<file path="src/source/fdc_pkg.sv">
package fdc_pkg;

	////////////////////////////////////////
	// Host register map

	typedef enum logic [7:0] {
		reg_sram_addr_low   = 8'h00,	// Address counter bits 7:0
		reg_sram_addr_high  = 8'h01,	// Bits 15:8
		reg_sram_addr_upper = 8'h02,	// Bits 18:16
		reg_sram_data       = 8'h03,	// SRAM data window
		reg_drive_control   = 8'h04,	// Write: drive control, read: type low
		reg_id_type_high    = 8'h05,
		reg_id_version_low  = 8'h06,
		reg_id_version_high = 8'h07,
		reg_status          = 8'h0f,	// Drive and counter status
		reg_scratch         = 8'h30,	// Bus test scratchpad
		reg_scratch_inv     = 8'h31,	// Scratchpad, inverted
		reg_fixed_55        = 8'h32,
		reg_fixed_aa        = 8'h33,
		reg_step_rate       = 8'hf0,	// Half step period in 250 us ticks, minus one
		reg_step_cmd        = 8'hff	// Bit 7 direction, bits 6:0 count
	} reg_addr_e;

	////////////////////////////////////////
	// State machines

	typedef enum logic [2:0] {
		mwc_idle,		// Waiting for a host byte
		mwc_oe_off,		// SRAM outputs off, data loaded
		mwc_write,		// WE low
		mwc_write_end,	// WE released
		mwc_inc_addr	// Bump address counter
	} mwc_state_e;

	typedef enum logic [1:0] {
		step_idle,
		step_pulse,		// Step line low
		step_gap		// Step line high between pulses
	} step_state_e;

	////////////////////////////////////////
	// Grouped signals

	// Same bit order as the register byte, density in bit 0
	typedef struct packed {
		logic       side_sel;
		logic       motor_en;
		logic [3:0] drive_sel;
		logic       in_use;
		logic       density;
	} drive_ctrl_t;

	typedef struct packed {
		logic [7:0] addr;		// Latched register address
		logic [7:0] wdata;		// Host data bus
		logic       wr_pulse;	// One cycle per write
		logic       rd_end;		// One cycle at end of read
		logic       rd_active;	// High while a read is in progress
	} host_bus_t;

	typedef struct packed {
		logic       load_low;
		logic       load_high;
		logic       load_upper;
		logic [7:0] data;
	} addr_load_t;

	// Identity, read back at 04..07
	parameter logic [15:0] mco_type    = 16'hdd55;
	parameter logic [15:0] mco_version = 16'h001c;

	parameter int sram_addr_w = 19;	// 512k x 8 part

endpackage

</file>
<file path="src/source/mcu_port.sv">
module mcu_port import fdc_pkg::*; (
	input  logic        CLK_MASTER,
	input  logic        arst_n,
	input  logic [7:0]  pmd_in,
	input  logic        pmalh,
	input  logic        pmall,
	input  logic        pmrd,
	input  logic        pmwr,
	input  logic [7:0]  sram_dq_in,
	input  logic [23:0] sram_a,		// Zero padded address counter
	input  logic        addr_empty,
	input  logic        addr_full,
	input  logic        step_busy,
	input  logic        fd_index,
	input  logic        fd_track0,
	input  logic        fd_wrprot,
	input  logic        fd_rdy,
	input  logic        fd_dens_in,
	output logic [7:0]  pmd_out,
	output drive_ctrl_t drive_ctrl,
	output logic [7:0]  step_rate,
	output logic        step_cmd,
	output logic [7:0]  step_data,
	output logic        wr_req,
	output logic [7:0]  wr_data,
	output logic        rd_inc,
	output addr_load_t  addr_load
);

	// Strobe order: pmall, pmalh, pmwr, pmrd
	logic [3:0] strb_meta, strb_sync, strb_prev;
	logic       al_rise, ah_rise, wr_rise, rd_fall;
	logic [7:0] addr_low, addr_high;
	logic       page0;
	host_bus_t  host;
	reg_addr_e  sel;
	logic [7:0] scratch;
	logic [7:0] wr_byte;		// Data of the last write
	logic [7:0] sram_dq_lat;	// Held SRAM read byte
	logic       ld_low, ld_high, ld_upper;

	////////////////////////////////////////
	// Strobe synchronizer and edges

	always_ff @(posedge CLK_MASTER or negedge arst_n) begin
		if (!arst_n) begin
			strb_meta <= '0;
			strb_sync <= '0;
			strb_prev <= '0;
		end else begin
			strb_meta <= {pmrd, pmwr, pmalh, pmall};
			strb_sync <= strb_meta;
			strb_prev <= strb_sync;		// Edge detect history
		end
	end

	assign al_rise = strb_sync[0] & ~strb_prev[0];
	assign ah_rise = strb_sync[1] & ~strb_prev[1];
	assign wr_rise = strb_sync[2] & ~strb_prev[2];
	assign rd_fall = ~strb_sync[3] & strb_prev[3];	// Read ends on falling PMRD

	// Address bytes, data bus still held by the host at the edge
	always_ff @(posedge CLK_MASTER or negedge arst_n) begin
		if (!arst_n) begin
			addr_low  <= '0;
			addr_high <= '0;
		end else begin
			if (al_rise) addr_low  <= pmd_in;
			if (ah_rise) addr_high <= pmd_in;
		end
	end

	// Core registers live in page 0 only
	assign page0          = (addr_high == 8'h00);
	assign host.addr      = addr_low;
	assign host.wdata     = pmd_in;
	assign host.wr_pulse  = wr_rise & page0;
	assign host.rd_end    = rd_fall & page0;
	assign host.rd_active = strb_sync[3] & page0;
	assign sel            = reg_addr_e'(host.addr);

	////////////////////////////////////////
	// Register writes and command pulses

	always_ff @(posedge CLK_MASTER or negedge arst_n) begin
		if (!arst_n) begin
			drive_ctrl <= '0;
			step_rate  <= '0;
			scratch    <= '0;
			step_cmd   <= 1'b0;
			wr_req     <= 1'b0;
			ld_low     <= 1'b0;
			ld_high    <= 1'b0;
			ld_upper   <= 1'b0;
		end else begin
			step_cmd <= 1'b0;		// Pulses last one cycle
			wr_req   <= 1'b0;
			ld_low   <= 1'b0;
			ld_high  <= 1'b0;
			ld_upper <= 1'b0;
			if (host.wr_pulse) begin
				case (sel)
					reg_sram_addr_low:   ld_low     <= 1'b1;
					reg_sram_addr_high:  ld_high    <= 1'b1;
					reg_sram_addr_upper: ld_upper   <= 1'b1;
					reg_sram_data:       wr_req     <= 1'b1;	// To write controller
					reg_drive_control:   drive_ctrl <= drive_ctrl_t'(host.wdata);
					reg_scratch:         scratch    <= host.wdata;
					reg_step_rate:       step_rate  <= host.wdata;
					reg_step_cmd:        step_cmd   <= 1'b1;
					default: ;						// Read-only or unmapped
				endcase
			end
		end
	end

	// Byte travels with whichever pulse it belongs to
	always_ff @(posedge CLK_MASTER) begin
		if (host.wr_pulse) wr_byte <= host.wdata;
	end

	assign addr_load = '{load_low: ld_low, load_high: ld_high, load_upper: ld_upper,
		data: wr_byte};
	assign wr_data   = wr_byte;
	assign step_data = wr_byte;

	////////////////////////////////////////
	// SRAM read path

	// Track the SRAM until a data read starts, then hold
	always_ff @(posedge CLK_MASTER) begin
		if (!(host.rd_active && sel == reg_sram_data)) sram_dq_lat <= sram_dq_in;
	end

	assign rd_inc = host.rd_end && (sel == reg_sram_data);	// Next byte after each read

	// Readback mux
	always_comb begin
		pmd_out = 8'h00;
		if (page0) begin
			case (sel)
				reg_sram_addr_low:   pmd_out = sram_a[7:0];
				reg_sram_addr_high:  pmd_out = sram_a[15:8];
				reg_sram_addr_upper: pmd_out = sram_a[23:16];
				reg_sram_data:       pmd_out = sram_dq_lat;
				reg_drive_control:   pmd_out = mco_type[7:0];	// Identity on read
				reg_id_type_high:    pmd_out = mco_type[15:8];
				reg_id_version_low:  pmd_out = mco_version[7:0];
				reg_id_version_high: pmd_out = mco_version[15:8];
				reg_status:          pmd_out = {fd_index, fd_track0, fd_wrprot, fd_rdy,
					fd_dens_in, step_busy, addr_empty, addr_full};
				reg_scratch:         pmd_out = scratch;
				reg_scratch_inv:     pmd_out = ~scratch;
				reg_fixed_55:        pmd_out = 8'h55;
				reg_fixed_aa:        pmd_out = 8'haa;
				default:             pmd_out = 8'h00;
			endcase
		end
	end

	// Host write and host read increments never collide at the counter
	a_no_dual_inc: assert property (@(posedge CLK_MASTER) disable iff (!arst_n)
		!(wr_req && rd_inc));

endmodule

</file>
<file path="src/source/sram_addr_counter.sv">
module sram_addr_counter import fdc_pkg::*; #(
	parameter int SRAM_ADDR_W = sram_addr_w	// 17 to 24 bits
) (
	input  logic                   CLK_MASTER,
	input  logic                   arst_n,
	input  addr_load_t             addr_load,
	input  logic                   inc_write,	// From write controller
	input  logic                   inc_read,	// From host read of the data window
	output logic [SRAM_ADDR_W-1:0] sram_a,
	output logic                   empty,
	output logic                   full
);

	logic [SRAM_ADDR_W-1:0] addr_q;
	logic                   inc;
	logic                   loading;

	assign inc     = inc_write | inc_read;
	assign loading = addr_load.load_low | addr_load.load_high | addr_load.load_upper;

	////////////////////////////////////////
	// Address register

	always_ff @(posedge CLK_MASTER or negedge arst_n) begin
		if (!arst_n) begin
			addr_q <= '0;
		end else if (addr_load.load_low) begin
			addr_q[7:0] <= addr_load.data;
		end else if (addr_load.load_high) begin
			addr_q[15:8] <= addr_load.data;
		end else if (addr_load.load_upper) begin
			// Only the bits the part has, 18:16 on a 512k device
			addr_q[SRAM_ADDR_W-1:16] <= addr_load.data[SRAM_ADDR_W-17:0];
		end else if (inc && !full) begin
			addr_q <= addr_q + SRAM_ADDR_W'(1);	// Stops at the top
		end
	end

	assign sram_a = addr_q;
	assign empty  = (addr_q == '0);
	assign full   = (addr_q == '1);

	// Saturation holds whichever side asked for the increment
	a_sat_hold: assert property (@(posedge CLK_MASTER) disable iff (!arst_n)
		(inc && !loading && addr_q == '1) |=> (addr_q == '1));

endmodule

</file>
<file path="src/source/sram_write_ctrl.sv">
module sram_write_ctrl import fdc_pkg::*; (
	input  logic       CLK_MASTER,
	input  logic       arst_n,
	input  logic       wr_req,		// One cycle, ignored unless idle
	input  logic [7:0] wr_data,
	output logic [7:0] sram_dq_out,
	output logic       sram_we_n,
	output logic       sram_oe_n,
	output logic       inc_write	// One cycle, to address counter
);

	mwc_state_e state;

	////////////////////////////////////////
	// Write sequence

	// Four cycles: oe_off, write, write_end, inc_addr
	always_ff @(posedge CLK_MASTER or negedge arst_n) begin
		if (!arst_n) begin
			state     <= mwc_idle;
			sram_we_n <= 1'b1;
			sram_oe_n <= 1'b0;	// SRAM drives the bus when idle
			inc_write <= 1'b0;
		end else begin
			inc_write <= 1'b0;
			case (state)
				mwc_idle: begin
					if (wr_req) begin
						state     <= mwc_oe_off;
						sram_oe_n <= 1'b1;	// Release the bus first
					end
				end
				mwc_oe_off: begin
					state     <= mwc_write;
					sram_we_n <= 1'b0;
				end
				mwc_write: begin
					state     <= mwc_write_end;
					sram_we_n <= 1'b1;	// Byte written on this rising edge
				end
				mwc_write_end: begin
					state     <= mwc_inc_addr;
					inc_write <= 1'b1;
				end
				mwc_inc_addr: begin
					state     <= mwc_idle;
					sram_oe_n <= 1'b0;	// Back to read mode
				end
				default: begin
					state     <= mwc_idle;
					sram_we_n <= 1'b1;
					sram_oe_n <= 1'b0;
				end
			endcase
		end
	end

	// Data register, loaded while outputs are off
	always_ff @(posedge CLK_MASTER) begin
		if (state == mwc_oe_off) sram_dq_out <= wr_data;
	end

	// No bus fight with the SRAM
	a_we_oe_excl: assert property (@(posedge CLK_MASTER) disable iff (!arst_n)
		!(!sram_we_n && !sram_oe_n));

endmodule

</file>
<file path="src/source/step_controller.sv">
module step_controller import fdc_pkg::*; #(
	parameter int TICK_DIV = 25000		// Clocks per 250 us tick
) (
	input  logic       CLK_MASTER,
	input  logic       arst_n,
	input  logic [7:0] step_rate,	// Half period in ticks, minus one
	input  logic       step_cmd,	// One cycle
	input  logic [7:0] step_data,	// Bit 7 outward, 6:0 count
	input  logic       fd_track0,
	output logic       fd_step,		// Active low
	output logic       fd_dir,		// 1 = outward
	output logic       busy
);

	localparam int TICK_W = (TICK_DIV > 1) ? $clog2(TICK_DIV) : 1;

	step_state_e       state;
	logic [TICK_W-1:0] tick_cnt;
	logic              tick;
	logic [7:0]        rate_cnt;
	logic              half_done;	// End of a pulse or a gap
	logic [6:0]        steps_left;
	logic              start;
	logic              stop_now;

	// Zero count and commands while busy are dropped
	assign start = step_cmd && (state == step_idle) && (step_data[6:0] != 7'd0);

	////////////////////////////////////////
	// Time base

	assign tick = (tick_cnt == TICK_W'(TICK_DIV - 1));

	always_ff @(posedge CLK_MASTER or negedge arst_n) begin
		if (!arst_n) begin
			tick_cnt <= '0;
		end else if (start || tick) begin
			tick_cnt <= '0;		// Realign so the first pulse is full length
		end else begin
			tick_cnt <= tick_cnt + TICK_W'(1);
		end
	end

	// Rate divider, step_rate + 1 ticks per half period
	assign half_done = tick && (rate_cnt >= step_rate);

	always_ff @(posedge CLK_MASTER or negedge arst_n) begin
		if (!arst_n) begin
			rate_cnt <= '0;
		end else if (start) begin
			rate_cnt <= '0;
		end else if (tick) begin
			rate_cnt <= half_done ? 8'd0 : rate_cnt + 8'd1;
		end
	end

	////////////////////////////////////////
	// Pulse FSM

	// Done, or heading in and already at track 0
	assign stop_now = (steps_left == 7'd0) || (!fd_dir && fd_track0);

	always_ff @(posedge CLK_MASTER or negedge arst_n) begin
		if (!arst_n) begin
			state      <= step_idle;
			fd_step    <= 1'b1;
			fd_dir     <= 1'b0;
			steps_left <= '0;
		end else begin
			case (state)
				step_idle: begin
					if (start) begin
						fd_dir     <= step_data[7];	// Held for the whole command
						steps_left <= step_data[6:0];
						fd_step    <= 1'b0;
						state      <= step_pulse;
					end
				end
				step_pulse: begin
					if (half_done) begin
						fd_step    <= 1'b1;
						steps_left <= steps_left - 7'd1;	// One step issued
						state      <= step_gap;
					end
				end
				step_gap: begin
					if (half_done) begin
						if (stop_now) begin
							state <= step_idle;
						end else begin
							fd_step <= 1'b0;
							state   <= step_pulse;
						end
					end
				end
				default: state <= step_idle;
			endcase
		end
	end

	assign busy = (state != step_idle);

	// Step line only moves inside a command
	a_step_in_busy: assert property (@(posedge CLK_MASTER) disable iff (!arst_n)
		!fd_step |-> busy);

endmodule

</file>
<file path="src/source/fdc_top.sv">
module fdc_top import fdc_pkg::*; #(
	parameter int SRAM_ADDR_W = sram_addr_w,	// 17 to 24 bits
	parameter int TICK_DIV    = 25000		// 250 us at 100 MHz
) (
	input  logic                   CLK_MASTER,
	input  logic                   arst_n,
	// Host port
	input  logic [7:0]             pmd_in,
	input  logic                   pmalh,
	input  logic                   pmall,
	input  logic                   pmrd,
	input  logic                   pmwr,
	output logic [7:0]             pmd_out,
	// SRAM
	output logic [SRAM_ADDR_W-1:0] sram_a,
	output logic [7:0]             sram_dq_out,
	output logic                   sram_we_n,
	output logic                   sram_oe_n,
	output logic                   sram_ce_n,
	input  logic [7:0]             sram_dq_in,
	// Drive outputs, active low at the pins
	output logic                   fd_dens,
	output logic                   fd_inuse,
	output logic [3:0]             fd_drvsel,
	output logic                   fd_moten,
	output logic                   fd_sidesel,
	output logic                   fd_step,
	output logic                   fd_dir,
	// Drive status
	input  logic                   fd_track0,
	input  logic                   fd_index,
	input  logic                   fd_wrprot,
	input  logic                   fd_rdy,
	input  logic                   fd_dens_in
);

	drive_ctrl_t drive_ctrl;
	addr_load_t  addr_load;
	logic [7:0]  step_rate;
	logic        step_cmd;
	logic [7:0]  step_data;
	logic        step_busy;
	logic        wr_req;
	logic [7:0]  wr_data;
	logic        rd_inc;
	logic        inc_write;
	logic        addr_empty;
	logic        addr_full;
	logic [23:0] addr_rb;	// Address padded to three readback bytes

	assign addr_rb   = 24'(sram_a);
	assign sram_ce_n = 1'b0;	// Chip always selected

	assign fd_dens    = ~drive_ctrl.density;
	assign fd_inuse   = ~drive_ctrl.in_use;
	assign fd_drvsel  = ~drive_ctrl.drive_sel;
	assign fd_moten   = ~drive_ctrl.motor_en;
	assign fd_sidesel = ~drive_ctrl.side_sel;

	mcu_port u_mcu_port (
		.CLK_MASTER (CLK_MASTER),
		.arst_n     (arst_n),
		.pmd_in     (pmd_in),
		.pmalh      (pmalh),
		.pmall      (pmall),
		.pmrd       (pmrd),
		.pmwr       (pmwr),
		.sram_dq_in (sram_dq_in),
		.sram_a     (addr_rb),
		.addr_empty (addr_empty),
		.addr_full  (addr_full),
		.step_busy  (step_busy),
		.fd_index   (fd_index),
		.fd_track0  (fd_track0),
		.fd_wrprot  (fd_wrprot),
		.fd_rdy     (fd_rdy),
		.fd_dens_in (fd_dens_in),
		.pmd_out    (pmd_out),
		.drive_ctrl (drive_ctrl),
		.step_rate  (step_rate),
		.step_cmd   (step_cmd),
		.step_data  (step_data),
		.wr_req     (wr_req),
		.wr_data    (wr_data),
		.rd_inc     (rd_inc),
		.addr_load  (addr_load)
	);

	sram_addr_counter #(.SRAM_ADDR_W(SRAM_ADDR_W)) u_addr_counter (
		.CLK_MASTER (CLK_MASTER),
		.arst_n     (arst_n),
		.addr_load  (addr_load),
		.inc_write  (inc_write),
		.inc_read   (rd_inc),
		.sram_a     (sram_a),
		.empty      (addr_empty),
		.full       (addr_full)
	);

	sram_write_ctrl u_write_ctrl (
		.CLK_MASTER  (CLK_MASTER),
		.arst_n      (arst_n),
		.wr_req      (wr_req),
		.wr_data     (wr_data),
		.sram_dq_out (sram_dq_out),
		.sram_we_n   (sram_we_n),
		.sram_oe_n   (sram_oe_n),
		.inc_write   (inc_write)
	);

	step_controller #(.TICK_DIV(TICK_DIV)) u_step_ctrl (
		.CLK_MASTER (CLK_MASTER),
		.arst_n     (arst_n),
		.step_rate  (step_rate),
		.step_cmd   (step_cmd),
		.step_data  (step_data),
		.fd_track0  (fd_track0),
		.fd_step    (fd_step),
		.fd_dir     (fd_dir),
		.busy       (step_busy)
	);

endmodule

</file>
<file path="config.mk">
export PLATFORM = sky130hd
export DESIGN_NAME = fdc_top
export DESIGN_NICKNAME = d
export VERILOG_FILES = /design/src/source/fdc_pkg.sv /design/src/source/mcu_port.sv /design/src/source/sram_addr_counter.sv /design/src/source/sram_write_ctrl.sv /design/src/source/step_controller.sv /design/src/source/fdc_top.sv
export SDC_FILE = /design/constraint.sdc
export NUM_CORES = 1
export LEC_CHECK = 0
export ABC_AREA = 0
export BUFFER_PORTS_ARGS = -buffer_cell sky130_fd_sc_hd__buf_2
export CAP_MARGIN = 20
export CORE_AREA = 2 2 95 143
export CTS_BUF_LIST = sky130_fd_sc_hd__clkbuf_2 sky130_fd_sc_hd__clkbuf_4 sky130_fd_sc_hd__clkbuf_8
export DETAILED_ROUTE_END_ITERATION = 7
export DIE_AREA = 0 0 97 145
export PLACE_DENSITY = 0.88
export SYNTH_ARGS = -nofsm -noshare
export SYNTH_HDL_FRONTEND = slang
export SYNTH_HIERARCHICAL = 1
export SYNTH_SLANG_ARGS = --single-unit
</file>
<file path="constraint.sdc">
create_clock -name CLK_MASTER -period 6.8 [get_ports CLK_MASTER]
set_input_delay 0.34 -clock CLK_MASTER [delete_from_list [all_inputs] [get_ports CLK_MASTER]]
set_output_delay 0.34 -clock CLK_MASTER [all_outputs]
set_load 0.005 [all_outputs]
</file>
==> results.py, run 1 <==
metrics = {
    "outcome": {
        "outcome": "complete, no violations",
    },
    "layout": {
        "drive_gt1_frac": 0.255,
        "antennaDiodeCount": 0,
        "finalInstanceArea_um2": 8360,
        "nNetsFinal": 791,
        "layoutNonFillerInstCount": 923,
        "final_cell_mix": "dfrtp_1 (114), buf_2 (72), nor2_1 (55), mux2_2 (40), inv_1 (38)",
        "area.growth.synth_to_final_pct": 10.4,
        "final_common_cell": "dfrtp_1",
        "n_fill_cell": 992,
    },
    "floorplanning": {
        "die_h_um": 145,
        "die_width_um": 97,
        "rows": 51,
        "core_area_um2": 12800,
        "initial_core_util": 0.590,
        "ios": 75,
        "dieArea_um2": 14100,
    },
    "global_routing": {
        "grt.overflow.total": 0,
        "grt_max_degree": 63,
        "grt_pass1_wl_mm": 30.7,
        "antenna_found_initial": 0,
        "grtUsageTotal": 0.274,
        "grt_pass1_vias": 6028,
    },
    "sta": {
        "slew_headroom": 0.410,
        "setup_tns_ns": 0,
        "rsz0062_at_grt": "no",
        "skew_ns": 0.0151,
        "hold_viol_final": 0,
        "drv_slew": 0,
        "max_freq_mhz": 262,
        "setup_violations": 0,
        "period_needed_ns": 3.82,
        "worstMarginPinSlew_ns": 0.882,
        "whs_ns": 0.0732,
        "finalCritPeriodShare": 0.562,
    },
    "drt": {
        "dr.pass1.iters": 8,
        "vias_per_cell": 6.35,
        "ant_nets": 0,
        "drtIter0Drc": 621,
        "post-route-drc-count": 0,
        "wl_per_cell_um": 20.5,
        "wirelength_mm": 18.9,
        "vias": 5865,
    },
    "yosys": {
        "avgSynthCellArea_um2": 11.0,
        "synth_edf_count": 24,
        "syn-cell-area_um2": 7570,
        "yosys_register_bits": 140,
        "synth_top_area_cell": "dfrtp_1",
        "yosysSeqAreaShare": 0.479,
        "yosysWarnings": 6,
        "yosysUniqueCellTypes": 96,
        "synth.top_cells.by_area": "dfrtp_1 (38%), edfxtp_1 (9.5%), mux2_2 (6.0%)",
        "synth.top_cell.area_share": 0.377,
        "synth_flop_cell": "dfrtp_1",
        "synth_cells": 691,
        "synthArstFlopShare": 0.829,
    },
    "power": {
        "ir_worst_vdd_v": 0.000227,
        "seqPwrFrac": 0.507,
        "internal_power_uw": 1410,
        "leakage_uw": 0.00356,
        "powerDensity_nw_per_um2": 236,
        "power_switching_uw": 563,
        "switching_share": 0.285,
        "p_comb_frac": 0.133,
        "clkPwrFrac": 0.360,
    },
    "placed_design": {
        "dp.cells": 886,
        "dpl.hpwl_mm": 13.3,
        "port_buffers": 73,
        "placed_cell_area_um2": 7890,
        "place_congestion": 0.945,
    },
    "critical_path": {
        "crit_path_end": "u_addr_counter/sram_a[8]$_DFFE_PN0P_",
        "rrSetupSlack_ns": 2.98,
        "crit-reg2reg-launch": "u_mcu_port/addr_low[4]$_DFFE_PN0P_",
        "cp.arrival_ns": 4.15,
        "critical_path.endpoint_type": "flop",
        "worst-path-max-fanout": 9,
        "r2r_cells": 8,
        "crit_start": "u_mcu_port/addr_low[4]$_DFFE_PN0P_",
        "worst_ep_required_time_ns": 7.13,
        "cp-start-kind": "flop",
        "worstReg2RegEnd": "u_addr_counter/sram_a[8]$_DFFE_PN0P_",
        "worstSetupPathType": "reg2reg",
    },
    "clock_tree": {
        "cts_tree": "yes",
        "clk_pin_slew_worst_paths_ns": 0.08,
        "cts_buffer_depth": 2,
        "post_cts_buffers": 0,
        "cts_max_level": 4,
        "clockRootBuffer": "clkbuf_8",
        "cts.sinks": 140,
        "worstSkewPairLatency_ns": 0.44,
        "cts_buffers": 17,
    },
    "hold_path": {
        "min_path_type": "in2reg",
        "hold_depth": 1,
    },
    "run": {
        "max_cap_viol_count": 0,
    },
}
## worst min-delay path by stage
stage / start / end / slack (ns)
CTS: sram_dq_in[4] / u_mcu_port/sram_dq_lat[4]$_DFFE_PN_ / 0.05
detailed placement: u_mcu_port/strb_meta[3]$_DFF_PN0_ / u_mcu_port/strb_sync[3]$_DFF_PN0_ / 0.34
floorplan: arst_n / u_addr_counter/sram_a[0]$_DFFE_PN0P_ / 0.04
global route: sram_dq_in[4] / u_mcu_port/sram_dq_lat[4]$_DFFE_PN_ / 0.05
finish: sram_dq_in[4] / u_mcu_port/sram_dq_lat[4]$_DFFE_PN_ / 0.07
global placement: u_mcu_port/strb_meta[1]$_DFF_PN0_ / u_mcu_port/strb_sync[1]$_DFF_PN0_ / 0.33
## metrics by stage
stage          total power, uW  setup WS, ns  utilization
3_5_place_dp              1270          3.15        0.615
3_3_place_gp              1260          3.29        0.615
6_report                  1980          2.98        0.652
4_1_cts                   1980          3.13        0.652
2_1_floorplan             1170          3.77            -
5_1_grt                   2060          2.76        0.652
## cells by family (layout without fill, tap and decap cells)
group / after synthesis / in the layout / share of synthesized area
and+or+nand+nor: 241 / 241 / 0.190
DFF: 140 / 140 / 0.479
AOI/OAI and AO/OA: 121 / 121 / 0.123
buffers and inverters: 84 / 152 / 0.0575
muxes: 61 / 61 / 0.0936
xor gates and xnor gates: 30 / 30 / 0.0347
adders and majority gates: 13 / 13 / 0.0215
other: 1 / 6 / 0.000495
## sequential cells by signal, summed over array words and instances (netlist names), 4 cells and up
signal / flops
u_mcu_port/strb_meta: 4
u_mcu_port/strb_sync: 4
u_mcu_port/drive_ctrl: 8
u_mcu_port/addr_high: 8
u_step_ctrl/rate_cnt: 8
u_step_ctrl/tick_cnt: 15
u_mcu_port/strb_prev: 4
u_mcu_port/sram_dq_lat: 8
u_write_ctrl/sram_dq_out: 8
u_mcu_port/addr_low: 8
u_mcu_port/scratch: 8
u_mcu_port/step_data: 8
u_step_ctrl/steps_left: 7
u_addr_counter/sram_a: 19
u_mcu_port/step_rate: 8
## power groups by stage
stage          sequential, uW  combinational [uW]  clock [uW]
3_5_place_dp             1020                 258           0
5_1_grt                  1010                 288         760
2_1_floorplan             991                 174           0
6_report                 1000                 263         711
4_1_cts                  1000                 261         723
3_3_place_gp             1010                 250           0
## cells in the mapped netlist (4+ instances only)
cell type    n
nor2b_1     11
or2_2        5
or4_1        6
o21ai_0     19
nand2_1     33
ha_1        13
mux2_4       9
a22oi_1     10
nand4_1      7
a31oi_1      8
buf_6        4
or3_1        4
mux2i_1     10
clkbuf_1    13
nand2b_1     8
nor2_1      55
xnor2_1     17
mux2_2      40
nand3_1     30
edfxtp_1    24
o211ai_1     4
a41oi_1      4
nand3b_1     4
nor3_1      18
buf_2        4
buf_1        4
and3_1       6
dfrtp_1    114
buf_4       20
xor2_1      13
nor4_4       4
nor3b_1      7
nor4_1      12
a21oi_1     20
inv_1       38
## critical path: stages, from the launching register on
cell and delay (ns):
dfrtp_1 0.46, or4_1 0.77, nor2_2 0.37, nand3_1 0.13, nor3b_1 0.47, o21bai_1 0.31, a2111oi_0 0.54, mux2_2 0.40
a221o_1 0.25
## layer usage
layer	wire length, um	global-route usage	up-vias
met5	0	0	-
met4	831	0.152	0
met3	1230	0.0462	68
met2	9800	0.474	301
met1	7010	0.320	2865
li1	-	-	2631
## final cells by class
class / instances / area, um2 / share of cell area
tap: 159 / 199 / 0.0238
multi-input combinational: 472 / 3530 / 0.422
clock inverter: 13 / 163 / 0.0195
timing repair buffer: 82 / 448 / 0.0536
clock buffer: 19 / 255 / 0.0305
inverter: 38 / 143 / 0.0171
sequential: 140 / 3630 / 0.434
## what timing repair did
action / in CTS / in global routing
setup endpoints to repair: 0 / 0
resized for setup: 0 / 0
hold endpoints to repair: 56 / 0
hold buffers: 5 / 0
Power figures use the tool's default switching activity.
==> run 2: changes to the inputs <==
--- a/config.mk
+++ b/config.mk
@@ -5,14 +5,14 @@
 export SDC_FILE = /design/constraint.sdc
 export NUM_CORES = 1
 export LEC_CHECK = 0
-export ABC_AREA = 0
+export ABC_AREA = 1
 export BUFFER_PORTS_ARGS = -buffer_cell sky130_fd_sc_hd__buf_2
 export CAP_MARGIN = 20
-export CORE_AREA = 2 2 95 143
+export CORE_AREA = 2 2 98 147
 export CTS_BUF_LIST = sky130_fd_sc_hd__clkbuf_2 sky130_fd_sc_hd__clkbuf_4 sky130_fd_sc_hd__clkbuf_8
 export DETAILED_ROUTE_END_ITERATION = 7
-export DIE_AREA = 0 0 97 145
-export PLACE_DENSITY = 0.88
+export DIE_AREA = 0 0 100 149
+export PLACE_DENSITY = 0.87
 export SYNTH_ARGS = -nofsm -noshare
 export SYNTH_HDL_FRONTEND = slang
 export SYNTH_HIERARCHICAL = 1
==> constraint.sdc (replaced) <==
create_clock -name CLK_MASTER -period 3.7 [get_ports CLK_MASTER]
set_input_delay 0.185 -clock CLK_MASTER [delete_from_list [all_inputs] [get_ports CLK_MASTER]]
set_output_delay 0.185 -clock CLK_MASTER [all_outputs]
set_load 0.005 [all_outputs]
==> results.py, run 2 <==
metrics = {
    "outcome": {
        "outcome": "complete, no violations",
    },
    "yosys": {
        "yosysWarnings": 6,
        "synth.top_cell.area_share": 0.358,
        "synthArstFlopShare": 0.829,
        "yosysSeqAreaShare": 0.455,
        "synth.top_cells.by_area": "dfrtp_1 (36%), nand2_1 (14%), edfxtp_1 (9.0%)",
        "synth_flop_cell": "dfrtp_1",
        "avgSynthCellArea_um2": 7.71,
        "ys_top_cells_by_count": "nand2_1 (308), nor2_1 (119), dfrtp_1 (114)",
        "yosysUniqueCellTypes": 40,
        "syn-cell-area_um2": 7970,
        "post-synth-top-count-cell": "nand2_1",
        "synth_top_area_cell": "dfrtp_1",
        "synth_edf_count": 24,
        "synth_cells": 1034,
        "yosys_register_bits": 140,
    },
    "layout": {
        "area.growth.synth_to_final_pct": 10.9,
        "final_common_cell": "nand2_1",
        "antennaDiodeCount": 0,
        "drive_gt1_frac": 0.178,
        "nNetsFinal": 1149,
        "largest_reg_flops": 19,
        "final_cell_mix": "nand2_1 (308), nor2_1 (119), dfrtp_1 (114), inv_1 (108), nand3_1 (83)",
    },
    "drt": {
        "wl_per_cell_um": 15.4,
        "routed.top_layer": "met4",
        "dr.pass1.iters": 6,
        "vias_per_cell": 5.55,
        "met1Wirelength_mm": 7.53,
        "vias": 7145,
        "ant_nets": 0,
        "dr_wl_met2_mm": 10.1,
        "dr_wl_met3_mm": 1.18,
        "post-route-drc-count": 0,
        "wirelength_mm": 19.8,
        "drtIter0Drc": 517,
    },
    "power": {
        "power_switching_uw": 1010,
        "p_comb_frac": 0.143,
        "seqPwrFrac": 0.500,
        "clkPwrFrac": 0.357,
        "finalPower_uw": 3520,
        "ir_worst_vdd_v": 0.000270,
        "leakage_uw": 0.00447,
        "internal_power_uw": 2510,
        "powerDensity_nw_per_um2": 398,
        "switching_share": 0.286,
    },
    "clock_tree": {
        "cts_tree": "yes",
        "worstSkewPairLatency_ns": 0.45,
        "cts_max_level": 4,
        "cts_buffers": 17,
        "cts.sinks": 140,
        "clk_pin_slew_worst_paths_ns": 0.07,
        "clockRootBuffer": "clkbuf_8",
        "cts_buffer_depth": 2,
        "post_cts_buffers": 0,
    },
    "global_routing": {
        "grt.overflow.total": 0,
        "antenna_found_initial": 0,
        "grtUsageTotal": 0.281,
        "grt_pass1_vias": 6924,
        "grt_max_degree": 61,
        "grt_pass1_wl_mm": 32.6,
    },
    "floorplanning": {
        "die_h_um": 149,
        "dieArea_um2": 14900,
        "die_width_um": 100,
        "ios": 75,
        "rows": 53,
        "initial_core_util": 0.578,
        "core_area_um2": 13800,
    },
    "critical_path": {
        "worstReg2RegEnd": "u_addr_counter/sram_a[15]$_DFFE_PN0P_",
        "crit_start": "u_mcu_port/addr_low[7]$_DFFE_PN0P_",
        "rrSetupSlack_ns": 1.48,
        "crit-reg2reg-launch": "u_mcu_port/addr_low[7]$_DFFE_PN0P_",
        "worstSetupPathType": "reg2out",
        "worst_ep_required_time_ns": 3.51,
        "r2r_cells": 11,
        "worst-path-max-fanout": 20,
        "cp-start-kind": "flop",
        "cp.arrival_ns": 2.36,
        "critical_path.endpoint_type": "output port",
    },
    "sta": {
        "hold_viol_final": 0,
        "setup_violations": 0,
        "slew_headroom": 0.364,
        "skew_ns": 0.0130,
        "worstMarginPinSlew_ns": 0.951,
        "finalCritPeriodShare": 0.687,
        "max_freq_mhz": 394,
        "period_needed_ns": 2.54,
        "drv_slew": 0,
        "setup_tns_ns": 0,
        "rsz0062_at_grt": "no",
    },
    "placed_design": {
        "port_buffers": 73,
        "place_congestion": 0.969,
        "dpl.hpwl_mm": 13.8,
    },
    "hold_path": {
        "worstHoldEndpoint": "u_mcu_port/step_data[6]$_DFFE_PP_",
        "min_path_type": "in2reg",
        "hold_start": "pmd_in[6]",
        "hold_depth": 1,
    },
    "run": {
        "max_cap_viol_count": 0,
    },
}
-- run 2: kinds of logic (layout without fill, tap and decap cells) --
group / Yosys count / in the layout / share of synthesized area
adder cells (fa/ha/maj): 13 / 13 / 0.0204
AO/OA/AOI/OAI: 101 / 101 / 0.0681
flip-flops: 140 / 140 / 0.455
buffers and inverters: 159 / 242 / 0.0915
AND/OR/NAND/NOR: 613 / 613 / 0.357
multiplexers: 1 / 1 / 0.00126
other: 1 / 6 / 0.000470
XOR/XNOR: 6 / 6 / 0.00659
-- run 2: power by group through the flow --
stage	registers, uW	clock network (uW)	logic (uW)
after floorplan	1770	0	319
after global placement	1780	0	476
after detailed placement	1790	0	486
after CTS	1760	1270	499
after global routing	1770	1340	560
final	1760	1250	504
-- run 2: layer usage --
layer,global-route usage,vias up
met3,0.0506,86
met2,0.488,326
li1,-,3424
met4,0.170,0
met5,0,-
met1,0.319,3309
-- run 2: timing repair --
| item | CTS | global route |
|---|---|---|
| hold buffers | 13 | 0 |
| resized for setup | 0 | 0 |
| endpoints found under the hold margin | 68 | 0 |
-- run 2: worst max path at each step --
stage                                             to  slack (ns)  depth (start not counted)
2_1_floorplan  u_addr_counter/sram_a[15]$_DFFE_PN0P_        2.02                         11
3_3_place_gp   u_addr_counter/sram_a[15]$_DFFE_PN0P_        1.64                         11
3_5_place_dp   u_step_ctrl/steps_left[1]$_DFFE_PN0P_        1.57                         10
4_1_cts                                   pmd_out[2]        1.16                         10
5_1_grt                                   pmd_out[2]        1.03                         10
6_report                                  pmd_out[2]        1.16                         10
-- run 2: cell type report --
type / instances / area (um2)
fill: 1152 / 4950
multi-input combinational: 740 / 3640
clock buffer: 19 / 249
inverter: 122 / 459
tap: 165 / 206
clock inverter: 13 / 150
sequential: 140 / 3630
timing repair buffer: 88 / 513
-- run 2: through the flow --
| stage | hold WS [ns] | cells | util | worst slack (ns) | instance area (um2) |
|---|---|---|---|---|---|
| finish | 0.0406 | 1287 | 0.641 | 1.16 | 8840 |
| global route | 0.0197 | 1287 | 0.641 | 1.03 | 8840 |
| CTS | 0.0195 | 1287 | 0.641 | 1.16 | 8840 |
| detailed placement | 0.295 | 1242 | 0.603 | 1.57 | 8310 |
| global placement | 0.294 | 1242 | 0.603 | 1.64 | 8310 |
| floorplan | -0.111 | 1039 | - | 2.02 | 7990 |
-- run 2: critical path: stages, from the launching register on --
cell,delay [ns]
dfrtp_1,0.39
inv_1,0.09
nand2_2,0.09
nor2_4,0.46
nand2_4,0.19
nand2_2,0.16
nor2_1,0.08
nand3_2,0.09
nand2_4,0.09
nor2_1,0.14
buf_2,0.13
==> run 3: changes to the inputs <==
==> constraint.sdc (replaced) <==
create_clock -name CLK_MASTER -period 2.66 [get_ports CLK_MASTER]
set_input_delay 0.133 -clock CLK_MASTER [delete_from_list [all_inputs] [get_ports CLK_MASTER]]
set_output_delay 0.133 -clock CLK_MASTER [all_outputs]
set_load 0.005 [all_outputs]
==> results.py, run 3 (synthesis results as in run 2) <==
metrics = {
    "hold_path": {
        "hold_depth": 4,
        "worstHoldEndpoint": "u_step_ctrl/state[0]$_DFFE_PN0P_",
        "min_path_type": "in2reg",
        "hold_start": "fd_track0",
    },
    "critical_path": {
        "r2r_cells": 12,
        "cp_cell_sequence": "inv_1, nand2_1, nor2_4, nand2_4, nand2_2, nor2_1, nand3_2, nand2_4, nor2_1, buf_2",
        "cp.arrival_ns": 2.28,
        "worstSetupPathType": "reg2out",
        "critical_path.endpoint_type": "output port",
        "worst-path-max-fanout": 10,
        "worst_ep_required_time_ns": 2.53,
        "cpPeakStageDelay_ns": 0.40,
        "cpMaxStageDelayCell": "dfrtp_1",
        "crit-reg2reg-launch": "u_step_ctrl/rate_cnt[3]$_DFFE_PN0N_",
        "rrSetupSlack_ns": 0.53,
        "worstReg2RegEnd": "u_step_ctrl/steps_left[1]$_DFFE_PN0P_",
        "cp-start-kind": "flop",
    },
    "layout": {
        "largest_reg_flops": 19,
        "n_fill_cell": 1164,
        "final_cell_mix": "nand2_1 (308), nor2_1 (119), dfrtp_1 (114), inv_1 (108), nand3_1 (83)",
        "multi_input_area_um2": 3640,
        "regArea_um2": 3630,
        "antennaDiodeCount": 0,
        "drive_gt1_frac": 0.182,
        "final_common_cell": "nand2_1",
        "area.growth.synth_to_final_pct": 11.7,
        "finalInstanceArea_um2": 8910,
        "nNetsFinal": 1162,
    },
    "drt": {
        "vias_per_cell": 5.51,
        "post-route-drc-count": 0,
        "ant_nets": 0,
        "drtIter0Drc": 520,
        "wl_per_cell_um": 15.2,
        "wirelength_mm": 19.8,
        "dr.pass1.iters": 5,
        "vias": 7165,
    },
    "floorplanning": {
        "dieArea_um2": 14900,
        "initial_core_util": 0.578,
        "die_width_um": 100,
        "rows": 53,
        "ios": 75,
        "core_area_um2": 13800,
        "die_h_um": 149,
    },
    "sta": {
        "setup_tns_ns": 0,
        "drv_slew": 0,
        "max_freq_mhz": 415,
        "setup_violations": 0,
        "whs_ns": 0.214,
        "rsz0062_at_grt": "no",
        "slew_headroom": 0.481,
        "period_needed_ns": 2.41,
        "worstMarginPinSlew_ns": 0.778,
        "hold_viol_final": 0,
        "finalCritPeriodShare": 0.906,
        "skew_ns": 0.0184,
        "setup_slack_ns": 0.250,
    },
    "power": {
        "switching_share": 0.307,
        "leakage_uw": 0.00450,
        "p_comb_frac": 0.155,
        "clkPwrFrac": 0.320,
        "powerDensity_nw_per_um2": 522,
        "finalPower_uw": 4650,
        "power_switching_uw": 1430,
        "seqPwrFrac": 0.526,
        "ir_worst_vdd_v": 0.000328,
        "internal_power_uw": 3230,
    },
    "global_routing": {
        "grt.overflow.total": 0,
        "grt_pass1_wl_mm": 32.4,
        "grt_pass1_vias": 6673,
        "grt_max_degree": 62,
        "antenna_found_initial": 0,
        "grtUsageTotal": 0.276,
    },
    "clock_tree": {
        "clockRootBuffer": "clkbuf_8",
        "clk_pin_slew_worst_paths_ns": 0.07,
        "post_cts_resized": 0,
        "worstSkewPairLatency_ns": 0.44,
        "cts_tree": "yes",
        "cts_buffers": 17,
        "cts_buffer_depth": 2,
        "cts_max_level": 4,
        "cts.sinks": 140,
    },
    "run": {
        "max_cap_viol_count": 0,
    },
    "placed_design": {
        "port_buffers": 73,
        "dpl_worst_slack_ns": 0.572,
        "dpl.hpwl_mm": 14.1,
        "placed_cell_area_um2": 8350,
        "place_congestion": 0.991,
    },
    "outcome": {
        "outcome": "complete, no violations",
    },
}
## run 3: cell count changes in the layout (fill, tap and decap cells not counted), sizes merged
| cell | before | now |
|---|---|---|
| dlygate4sd3 | 13 | 21 |
| clkinvlp | 2 | 4 |
| bufinv | 3 | 0 |
| clkinv | 9 | 8 |
| clkbuf | 19 | 18 |
| buf | 75 | 79 |
| inv | 121 | 124 |
| nor2 | 143 | 144 |
## run 3: metal layers
| metal | vias to the layer above | global-route usage | wire length [um] |
|---|---|---|---|
| li1 | 3446 | - | - |
| met1 | 3363 | 0.329 | 7500 |
| met2 | 306 | 0.490 | 10400 |
| met3 | 50 | 0.0422 | 1210 |
| met4 | 0 | 0.122 | 732 |
| met5 | - | 0 | 0 |
## run 3: critical path, delay by kind of cell, from the launching register on
| kind | cells | cell delay (ns) |
|---|---|---|
| simple gates | 8 | 1.25 |
| flops | 1 | 0.40 |
| buf+inv | 2 | 0.22 |
## run 3: area by class of cell
class                           count  share of cell area
Multi-Input combinational cell    741               0.409
Sequential cell                   140               0.407
Timing Repair Buffer              100              0.0713
Inverter                          122              0.0515
Clock buffer                       18              0.0271
Tap cell                          165              0.0232
Clock inverter                     14              0.0110
## run 3: power groups by stage
stage,sequential [uW],clock [uW],combinational [uW]
after global placement,2480,0,672
final,2450,1490,719
after CTS,2440,1520,709
after global routing,2460,1630,795
after floorplan,2460,0,443
after detailed placement,2490,0,685
## run 3: timing repair
action / 4_1_cts / 5_1_grt
setup endpoints to repair: 0 / 2
buffers inserted: 0 / 0
hold endpoints to repair: 82 / 3
hold buffers: 19 / 2
## run 3: worst max path at each step
stage	from	slack (ns)	end	cells after the start
final	u_mcu_port/addr_low[4]$_DFFE_PN0P_	0.25	pmd_out[1]	10
after floorplan	u_mcu_port/addr_low[2]$_DFFE_PN0P_	0.98	u_addr_counter/sram_a[15]$_DFFE_PN0P_	11
after detailed placement	u_step_ctrl/rate_cnt[3]$_DFFE_PN0N_	0.57	u_step_ctrl/steps_left[6]$_DFFE_PN0P_	11
after global placement	u_step_ctrl/rate_cnt[3]$_DFFE_PN0N_	0.62	u_step_ctrl/steps_left[6]$_DFFE_PN0P_	11
after CTS	u_mcu_port/addr_low[7]$_DFFE_PN0P_	0.12	pmd_out[1]	10
after global routing	u_mcu_port/addr_low[4]$_DFFE_PN0P_	0.1	pmd_out[1]	10
## run 3: per-stage QoR
stage                     std cells  utilization
after detailed placement       1246        0.606
after global placement         1246        0.606
after CTS                      1297        0.644
after floorplan                1039            -
final                          1300        0.646
after global routing           1300        0.646
